[config.mk]
export PLATFORM = sky130hd
export DESIGN_NAME = onChipPeriph
export DESIGN_NICKNAME = d
export VERILOG_FILES = /design/src/periphPkg.sv /design/src/freeRunTimer.sv /design/src/intController.sv /design/src/intervalTimer.sv /design/src/onChipPeriph.sv /design/src/periphBus.sv /design/src/prescaler.sv
export SDC_FILE = /design/constraint.sdc
export NUM_CORES = 1
export LEC_CHECK = 0
export BUFFER_PORTS_ARGS = -buffer_cell sky130_fd_sc_hd__buf_4
export CAP_MARGIN = 15
export CELL_PAD_IN_SITES_DETAIL_PLACEMENT = 0
export CELL_PAD_IN_SITES_GLOBAL_PLACEMENT = 2
export CORE_MARGIN = 2
export CORE_UTILIZATION = 37
export DETAILED_ROUTE_END_ITERATION = 7
export GPL_ROUTABILITY_DRIVEN = 0
export PLACE_DENSITY_LB_ADDON = 0.1
export SETUP_SLACK_MARGIN = 0.1
export SLEW_MARGIN = 20
export SYNTH_ARGS = -nofsm -noshare
export SYNTH_HDL_FRONTEND = slang
export SYNTH_SLANG_ARGS = --single-unit
[constraint.sdc]
create_clock -name CLK -period 4.53 [get_ports CLK]
set_input_delay 0.2265 -clock CLK [delete_from_list [all_inputs] [get_ports CLK]]
set_output_delay 0.2265 -clock CLK [all_outputs]
set_load 0.02 [all_outputs]
[src/periphPkg.sv]
`default_nettype none

package periphPkg;

	// Widths with a meaning of their own
	typedef logic [7:0]  regAddr_t;
	typedef logic [15:0] regData_t;
	typedef logic [1:0]  regOffset_t;
	typedef logic [3:0]  intLevel_t;
	typedef logic [7:0]  intVector_t;

	// Block bases, upper six bits pick the block and the low two the register
	localparam regAddr_t FRT_BASE  = 8'h10;
	localparam regAddr_t ITM_BASE  = 8'h20;
	localparam regAddr_t INTC_BASE = 8'h30;

	// Register access as seen by every block
	typedef struct packed {
		regOffset_t offset;
		regData_t   wrData;
		logic       write;
	} regReq_t;

	// Single-cycle clock enables from the prescaler
	typedef struct packed {
		logic ce8;
		logic ce32;
		logic ce128;
		logic ce64;
		logic ce256;
		logic ce1024;
		logic ce4096;
	} prescaleTaps_t;

	typedef enum logic [1:0] {
		IDLE,
		ACCESS,
		HOLD,
		RELEASE
	} busState_t;

	function automatic logic blockHit(regAddr_t addr, regAddr_t base);
		return addr[7:2] == base[7:2];
	endfunction

endpackage

`default_nettype wire

[src/freeRunTimer.sv]
`timescale 1ns/1ps
`default_nettype none

module freeRunTimer import periphPkg::*; (
	input  wire                CLK,
	input  wire                RST_N,
	input  wire regReq_t       regReq,
	input  wire                sel,
	input  wire prescaleTaps_t taps,
	output regData_t           rdData,
	output logic               cmpIrq,
	output logic               ovfIrq
);

	regData_t   count;
	regData_t   compare;
	logic [1:0] clkSel;
	logic       clrOnMatch;
	logic       cmpIe;
	logic       ovfIe;
	logic       cmpFlag;
	logic       ovfFlag;
	logic       tick;
	logic       match;
	logic       wrap;
	logic       wrEn;

	assign wrEn = sel && regReq.write;

	// Clock select 0 keeps the counter stopped
	always_comb begin
		case (clkSel)
			2'd1: tick = taps.ce8;
			2'd2: tick = taps.ce32;
			2'd3: tick = taps.ce128;
			default: tick = 1'b0;
		endcase
	end

	assign match = tick && count == compare;
	assign wrap = tick && count == '1;

	always_ff @(posedge CLK or negedge RST_N) begin
		if (!RST_N) begin
			count <= '0;
			compare <= '0;
			clkSel <= '0;
			clrOnMatch <= 1'b0;
			cmpIe <= 1'b0;
			ovfIe <= 1'b0;
			cmpFlag <= 1'b0;
			ovfFlag <= 1'b0;
		end else begin
			if (wrEn && regReq.offset == 2'd0)
				count <= regReq.wrData;
			else if (match && clrOnMatch)
				count <= '0;
			else if (tick)
				count <= count + 16'd1;

			if (wrEn && regReq.offset == 2'd1)
				compare <= regReq.wrData;

			if (wrEn && regReq.offset == 2'd2) begin
				clkSel <= regReq.wrData[1:0];
				clrOnMatch <= regReq.wrData[2];
				cmpIe <= regReq.wrData[4];
				ovfIe <= regReq.wrData[5];
			end

			// A new event wins over a clear in the same cycle
			cmpFlag <= (cmpFlag && !(wrEn && regReq.offset == 2'd3 && regReq.wrData[0])) || match;
			ovfFlag <= (ovfFlag && !(wrEn && regReq.offset == 2'd3 && regReq.wrData[1])) || wrap;
		end
	end

	always_comb begin
		case (regReq.offset)
			2'd0: rdData = count;
			2'd1: rdData = compare;
			2'd2: rdData = {10'd0, ovfIe, cmpIe, 1'b0, clrOnMatch, clkSel};
			default: rdData = {14'd0, ovfFlag, cmpFlag};
		endcase
	end

	assign cmpIrq = cmpFlag && cmpIe;
	assign ovfIrq = ovfFlag && ovfIe;

endmodule

`default_nettype wire

[src/intController.sv]
`timescale 1ns/1ps
`default_nettype none

module intController import periphPkg::*; (
	input  wire          CLK,
	input  wire          RST_N,
	input  wire regReq_t regReq,
	input  wire          sel,
	output regData_t     rdData,
	input  wire          frtCmpIrq,
	input  wire          frtOvfIrq,
	input  wire          itmIrq,
	output logic         intReq,
	output intLevel_t    intLvl,
	output intVector_t   intVec
);

	intLevel_t  frtLvl;
	intLevel_t  itmLvl;
	intVector_t cmpVec;
	intVector_t ovfVec;
	intVector_t itmVec;
	intLevel_t  mask;
	intLevel_t  bestLvl;
	intVector_t bestVec;
	logic       found;
	logic       wrEn;

	assign wrEn = sel && regReq.write;

	always_ff @(posedge CLK or negedge RST_N) begin
		if (!RST_N) begin
			frtLvl <= '0;
			itmLvl <= '0;
			cmpVec <= '0;
			ovfVec <= '0;
			itmVec <= '0;
			mask <= '0;
		end else if (wrEn) begin
			case (regReq.offset)
				2'd0: {itmLvl, frtLvl} <= regReq.wrData[7:0];
				2'd1: {ovfVec, cmpVec} <= regReq.wrData;
				2'd2: itmVec <= regReq.wrData[7:0];
				default: mask <= regReq.wrData[3:0];
			endcase
		end
	end

	always_comb begin
		case (regReq.offset)
			2'd0: rdData = {8'd0, itmLvl, frtLvl};
			2'd1: rdData = {ovfVec, cmpVec};
			2'd2: rdData = {8'd0, itmVec};
			default: rdData = {12'd0, mask};
		endcase
	end

	// Strictly greater keeps the earlier source on a tie
	always_comb begin
		bestLvl = mask;
		bestVec = '0;
		found = 1'b0;
		if (frtCmpIrq && frtLvl > bestLvl) begin
			bestLvl = frtLvl;
			bestVec = cmpVec;
			found = 1'b1;
		end
		if (frtOvfIrq && frtLvl > bestLvl) begin
			bestLvl = frtLvl;
			bestVec = ovfVec;
			found = 1'b1;
		end
		if (itmIrq && itmLvl > bestLvl) begin
			bestLvl = itmLvl;
			bestVec = itmVec;
			found = 1'b1;
		end
	end

	always_ff @(posedge CLK or negedge RST_N) begin
		if (!RST_N) begin
			intReq <= 1'b0;
			intLvl <= '0;
			intVec <= '0;
		end else begin
			intReq <= found;
			intLvl <= found ? bestLvl : '0;
			intVec <= found ? bestVec : '0;
		end
	end

endmodule

`default_nettype wire

[src/intervalTimer.sv]
`timescale 1ns/1ps
`default_nettype none

module intervalTimer import periphPkg::*; #(
	parameter int ITM_WIDTH = 8
) (
	input  wire                CLK,
	input  wire                RST_N,
	input  wire regReq_t       regReq,
	input  wire                sel,
	input  wire prescaleTaps_t taps,
	output regData_t           rdData,
	output logic               irq
);

	logic [ITM_WIDTH-1:0] count;
	logic                 run;
	logic [1:0]           clkSel;
	logic                 irqEn;
	logic                 ovfFlag;
	logic                 tick;
	logic                 wrap;
	logic                 wrEn;

	assign wrEn = sel && regReq.write;

	always_comb begin
		case (clkSel)
			2'd0: tick = run && taps.ce64;
			2'd1: tick = run && taps.ce256;
			2'd2: tick = run && taps.ce1024;
			default: tick = run && taps.ce4096;
		endcase
	end

	assign wrap = tick && count == '1;

	always_ff @(posedge CLK or negedge RST_N) begin
		if (!RST_N) begin
			count <= '0;
			run <= 1'b0;
			clkSel <= '0;
			irqEn <= 1'b0;
			ovfFlag <= 1'b0;
		end else begin
			if (wrEn && regReq.offset == 2'd0)
				count <= regReq.wrData[ITM_WIDTH-1:0];
			else if (tick)
				count <= count + 1'b1;

			if (wrEn && regReq.offset == 2'd1) begin
				run <= regReq.wrData[0];
				clkSel <= regReq.wrData[2:1];
				irqEn <= regReq.wrData[3];
			end

			ovfFlag <= (ovfFlag && !(wrEn && regReq.offset == 2'd2 && regReq.wrData[0])) || wrap;
		end
	end

	// Count is zero-extended to the bus width
	always_comb begin
		rdData = '0;
		case (regReq.offset)
			2'd0: rdData[ITM_WIDTH-1:0] = count;
			2'd1: rdData[3:0] = {irqEn, clkSel, run};
			2'd2: rdData[0] = ovfFlag;
			default: rdData = '0;
		endcase
	end

	assign irq = ovfFlag && irqEn;

endmodule

`default_nettype wire

[src/onChipPeriph.sv]
`timescale 1ns/1ps
`default_nettype none

module onChipPeriph import periphPkg::*; #(
	parameter int ITM_WIDTH = 8
) (
	input  wire           CLK,
	input  wire           RST_N,
	input  wire           req,
	output logic          ack,
	input  wire regAddr_t addr,
	input  wire           wr,
	input  wire regData_t wrData,
	output regData_t      rdData,
	output logic          intReq,
	output intLevel_t     intLvl,
	output intVector_t    intVec
);

	regReq_t       regReq;
	prescaleTaps_t taps;
	logic          selFrt;
	logic          selItm;
	logic          selIntc;
	regData_t      frtRdData;
	regData_t      itmRdData;
	regData_t      intcRdData;
	logic          frtCmpIrq;
	logic          frtOvfIrq;
	logic          itmIrq;

	prescaler u_prescaler (
		.CLK(CLK),
		.RST_N(RST_N),
		.taps(taps)
	);

	periphBus u_periphBus (
		.CLK(CLK),
		.RST_N(RST_N),
		.req(req),
		.ack(ack),
		.addr(addr),
		.wr(wr),
		.wrData(wrData),
		.rdData(rdData),
		.regReq(regReq),
		.selFrt(selFrt),
		.selItm(selItm),
		.selIntc(selIntc),
		.frtRdData(frtRdData),
		.itmRdData(itmRdData),
		.intcRdData(intcRdData)
	);

	freeRunTimer u_freeRunTimer (
		.CLK(CLK),
		.RST_N(RST_N),
		.regReq(regReq),
		.sel(selFrt),
		.taps(taps),
		.rdData(frtRdData),
		.cmpIrq(frtCmpIrq),
		.ovfIrq(frtOvfIrq)
	);

	intervalTimer #(
		.ITM_WIDTH(ITM_WIDTH)
	) u_intervalTimer (
		.CLK(CLK),
		.RST_N(RST_N),
		.regReq(regReq),
		.sel(selItm),
		.taps(taps),
		.rdData(itmRdData),
		.irq(itmIrq)
	);

	intController u_intController (
		.CLK(CLK),
		.RST_N(RST_N),
		.regReq(regReq),
		.sel(selIntc),
		.rdData(intcRdData),
		.frtCmpIrq(frtCmpIrq),
		.frtOvfIrq(frtOvfIrq),
		.itmIrq(itmIrq),
		.intReq(intReq),
		.intLvl(intLvl),
		.intVec(intVec)
	);

endmodule

`default_nettype wire

[src/periphBus.sv]
`timescale 1ns/1ps
`default_nettype none

module periphBus import periphPkg::*; (
	input  wire           CLK,
	input  wire           RST_N,
	input  wire           req,
	output logic          ack,
	input  wire regAddr_t addr,
	input  wire           wr,
	input  wire regData_t wrData,
	output regData_t      rdData,
	output regReq_t       regReq,
	output logic          selFrt,
	output logic          selItm,
	output logic          selIntc,
	input  wire regData_t frtRdData,
	input  wire regData_t itmRdData,
	input  wire regData_t intcRdData
);

	busState_t state;
	regAddr_t  addrQ;
	regData_t  wrDataQ;
	logic      wrQ;
	logic      hitFrt;
	logic      hitItm;
	logic      hitIntc;
	regData_t  selData;

	// Host request is held here for the whole transaction
	always_ff @(posedge CLK or negedge RST_N) begin
		if (!RST_N) begin
			addrQ <= '0;
			wrDataQ <= '0;
			wrQ <= 1'b0;
		end else if (state == IDLE && req) begin
			addrQ <= addr;
			wrDataQ <= wrData;
			wrQ <= wr;
		end
	end

	assign hitFrt = blockHit(addrQ, FRT_BASE);
	assign hitItm = blockHit(addrQ, ITM_BASE);
	assign hitIntc = blockHit(addrQ, INTC_BASE);

	assign regReq.offset = addrQ[1:0];
	assign regReq.wrData = wrDataQ;
	assign regReq.write = wrQ;

	// Unmapped addresses read as zero
	always_comb begin
		selData = '0;
		if (hitFrt)
			selData = frtRdData;
		else if (hitItm)
			selData = itmRdData;
		else if (hitIntc)
			selData = intcRdData;
	end

	always_ff @(posedge CLK or negedge RST_N) begin
		if (!RST_N) begin
			state <= IDLE;
			ack <= 1'b0;
			rdData <= '0;
			selFrt <= 1'b0;
			selItm <= 1'b0;
			selIntc <= 1'b0;
		end else begin
			selFrt <= 1'b0;
			selItm <= 1'b0;
			selIntc <= 1'b0;
			case (state)
				IDLE: begin
					if (req)
						state <= ACCESS;
				end
				ACCESS: begin
					// One strobe, blocks act on it at the next edge
					selFrt <= hitFrt;
					selItm <= hitItm;
					selIntc <= hitIntc;
					state <= HOLD;
				end
				HOLD: begin
					if (!ack) begin
						ack <= 1'b1;
						rdData <= selData;
					end else if (!req) begin
						state <= RELEASE;
					end
				end
				RELEASE: begin
					ack <= 1'b0;
					state <= IDLE;
				end
				default: state <= IDLE;
			endcase
		end
	end

endmodule

`default_nettype wire

[src/prescaler.sv]
`timescale 1ns/1ps
`default_nettype none

module prescaler import periphPkg::*; (
	input  wire           CLK,
	input  wire           RST_N,
	output prescaleTaps_t taps
);

	logic [12:0] divCnt;

	always_ff @(posedge CLK or negedge RST_N) begin
		if (!RST_N) begin
			divCnt <= '0;
			taps <= '0;
		end else begin
			divCnt <= divCnt + 13'd1;

			// Each enable fires once per wrap of its low counter bits
			taps.ce8    <= &divCnt[2:0];
			taps.ce32   <= &divCnt[4:0];
			taps.ce64   <= &divCnt[5:0];
			taps.ce128  <= &divCnt[6:0];
			taps.ce256  <= &divCnt[7:0];
			taps.ce1024 <= &divCnt[9:0];
			taps.ce4096 <= &divCnt[11:0];
		end
	end

endmodule

`default_nettype wire

==> flow_summary.json <==
{
  "clock-sinks": 167,
  "period_share": 0.931,
  "fp-row-count": 54,
  "timing.rr.start": "u_intController.frtLvl[1]",
  "core_um2": 21900,
  "maxSlewHeadroom": 0.349,
  "grt_pass1_vias": 5736,
  "ir_worst_vdd_uv": 244,
  "antenna_found_initial": 1,
  "hold_viol_final": 0,
  "setup_viol": 0,
  "ios": 58,
  "yosys_warnings": 0,
  "cts_buffers": 17,
  "crit_start": "u_intController.frtLvl[1]",
  "cp-end-kind": "register",
  "ys_seq_area_frac": 0.505,
  "p_leak_nw": 4.40,
  "cts_root_buffer": "clkbuf_16",
  "fin_nets": 828,
  "synthMuxAreaShare": 0.180,
  "grt_pass1_wl_um": 34700,
  "fin_tns_setup_ns": 0,
  "whs_path_depth": 2,
  "worst_slew_pin_slew_ns": 0.977,
  "async_flop_share": 1.00,
  "hold_end": "u_periphBus.wrDataQ[11]",
  "reg2reg_to": "u_intController.intVec[4]",
  "path_max_fanout": 25,
  "worst-setup-path-type": "register to register",
  "clockBufferDepth": 2,
  "clock_skew_ns": 0.0113,
  "hold_slack_ns": 0.0208,
  "overflow": 0,
  "period_minus_slack_ns": 4.22,
  "cts_tree": "built",
  "vias_per_cell": 5.26,
  "p_per_area_nw_per_um2": 487,
  "wl_per_cell_um": 20.8,
  "postSynthAreaPerCell_um2": 11.4,
  "path_clk_slew_ns": 0.07,
  "drv_cap": 0,
  "synth_most_common_cell": "dfrtp_1",
  "p_sw_w": 0.00164,
  "hold_path_class": "input pin to register",
  "p_clk_frac": 0.321,
  "die-area_um2": 23600,
  "htree_levels": 4,
  "area_delta_synth_final_pct": 16.2,
  "syn_area_um2": 8280,
  "p_int_w": 0.00304,
  "drtIter0Drc": 322,
  "ys_top_cells_by_area": "dfrtp_1, mux2_2, mux2i_1, nand2_1, ha_1",
  "synth_ff_type": "dfrtp_1",
  "crit_arrival_ns": 4.56,
  "cp.required_ns": 4.87,
  "p_seq_frac": 0.476,
  "cp-start-kind": "register",
  "synth_commonest_cells": "dfrtp_1, mux2_2, nand2_1",
  "grt_setup_unrepaired": "true",
  "fmax_mhz": 237,
  "synth_compound_area_frac": 0.0794,
  "drc_errors": 0,
  "firstDrtPassIters": 4,
  "synth_top_area_frac": 0.505,
  "synth_fp_nets": 773,
  "initial_utilization": 0.378,
  "ff2ff_path_depth": 21,
  "clk_latency_ns": 0.43,
  "synth_cells": 723,
  "p_sw_frac": 0.350,
  "slew_viol_final": 0,
  "synth_top_family_by_area": "multiplexers",
  "synth_edf_count": 0,
  "port_buffers": 57,
  "status": "completed",
  "ys_ff_latch": 167,
  "n_antenna_cell": 0,
  "postRouteWirelength_um": 22300,
  "dp_hpwl_um": 16000,
  "p_comb_frac": 0.203,
  "synth_cell_type_count": 58,
  "reg2reg_slack_ns": 0.31,
  "via_count": 5636,
  "min-delay-start": "wrData[11]",
  "synthAdderAreaFrac": 0.0333,
  "grtUsageTotal": 0.196,
  "synth_xor_area_frac": 0.0466,
  "synth_top_cell_by_area": "dfrtp_1",
  "die_w_um": 154,
  "grt_max_degree": 100,
  "synth-simple-area-share": 0.122,
  "drtAntennaViolNets": 0,
  "drive_gt1_frac": 0.283,
  "dieHeight_um": 154
}
cell type report:
type | instances | area (um2)
Sequential cell | 167 | 4180
Clock buffer | 18 | 439
Clock inverter | 14 | 164
Fill cell | 2094 | 12300
Tap cell | 280 | 350
Multi-Input combinational cell | 502 | 3840
Timing Repair Buffer | 73 | 574
Inverter | 17 | 63.8
per-stage QoR:
| step | cells | instance area [um2] | worst slack (ns) | util | power, W |
|---|---|---|---|---|---|
| after floorplan | 723 | 8320 | 0.0809 | - | 0.00275 |
| after global placement | 1034 | 8960 | 0.374 | 0.409 | 0.00319 |
| after detailed placement | 1034 | 8960 | 0.194 | 0.409 | 0.00323 |
| after CTS | 1067 | 9570 | 0.164 | 0.437 | 0.00474 |
| after global routing | 1071 | 9610 | 0.0370 | 0.439 | 0.00494 |
| final | 1071 | 9610 | 0.312 | 0.439 | 0.00468 |
layer usage:
metal | routed length (um) | vias up | GRT usage
met5 | 0 | - | 0
met4 | 335 | 0 | 0.0507
met3 | 843 | 20 | 0.0333
met2 | 10700 | 89 | 0.317
met1 | 10400 | 2855 | 0.274
li1 | - | 2672 | -
worst max path at each step:
stage                     slack [ns]                         to  depth (start not counted)
after global routing            0.04  u_intController.intVec[4]                         22
after global placement          0.37  u_intController.intVec[1]                         24
after CTS                       0.16  u_intController.intVec[5]                         24
after floorplan                 0.08  u_intController.intVec[4]                         23
final                           0.31  u_intController.intVec[4]                         21
after detailed placement        0.19  u_intController.intVec[4]                         24
repair_timing:
action                     4_1_cts  5_1_grt
hold buffers                     1        0
resized for setup                0        4
setup endpoints to repair        0       13
setup buffers                    0        4
hold endpoints to repair        97        0
flip-flops by register name (all words and copies together), names as in the netlist, 7 cells and up:
| register | cells |
|---|---|
| u_periphBus.rdData | 16 |
| u_prescaler.divCnt | 12 |
| u_prescaler.taps | 7 |
| u_freeRunTimer.count | 16 |
| u_freeRunTimer.compare | 16 |
| u_intervalTimer.count | 8 |
| u_intController.intVec | 8 |
| u_intController.cmpVec | 8 |
| u_periphBus.wrDataQ | 16 |
| u_intController.itmVec | 8 |
| u_intController.ovfVec | 8 |
| u_periphBus.addrQ | 8 |
layout by cell type (no fill, tap or decap), types with 17 or more instances in the layout:
master / synthesis / routed
a21oi_1: 20 / 19
nand3_1: 23 / 23
clkbuf_16: 0 / 17
ha_1: 22 / 22
mux2i_1: 33 / 33
nor2_1: 44 / 44
nand2_1: 82 / 81
dfrtp_1: 167 / 166
buf_4: 4 / 68
xnor2_1: 29 / 29
inv_1: 17 / 17
mux2_2: 83 / 83
o21ai_0: 33 / 32
power by group through the flow:
stage / clock network, W / registers (W) / logic [W]
6_report: 0.00150 / 0.00223 / 0.000949
5_1_grt: 0.00160 / 0.00228 / 0.00105
4_1_cts: 0.00154 / 0.00224 / 0.000960
3_5_place_dp: 0 / 0.00227 / 0.000957
3_3_place_gp: 0 / 0.00226 / 0.000928
2_1_floorplan: 0 / 0.00192 / 0.000829
worst max-delay path, cell delays in order, from the launching register on:
cell	delay [ns]
dfrtp_1	0.39
ha_1	0.29
nor2b_1	0.14
o21a_1	0.12
o21ai_1	0.07
a21oi_2	0.20
mux2i_1	0.21
ha_1	0.26
nor2b_1	0.14
o21a_1	0.17
o21a_1	0.18
o2111a_2	0.28
nor2_4	0.11
mux2i_1	0.19
ha_1	0.26
nor2b_1	0.14
o21a_1	0.16
o21a_1	0.19
o2111ai_4	0.20
buf_12	0.19
nor2_1	0.05
a31oi_1	0.16
cell families after synthesis:
group | Yosys count
buffers and inverters | 54
XOR/XNOR | 44
AO/OA/AOI/OAI | 102
AND/OR/NAND/NOR | 207
flip-flops | 167
adder cells (fa/ha/maj) | 22
multiplexers | 127
Note: power is estimated with default switching activity, not from simulation.
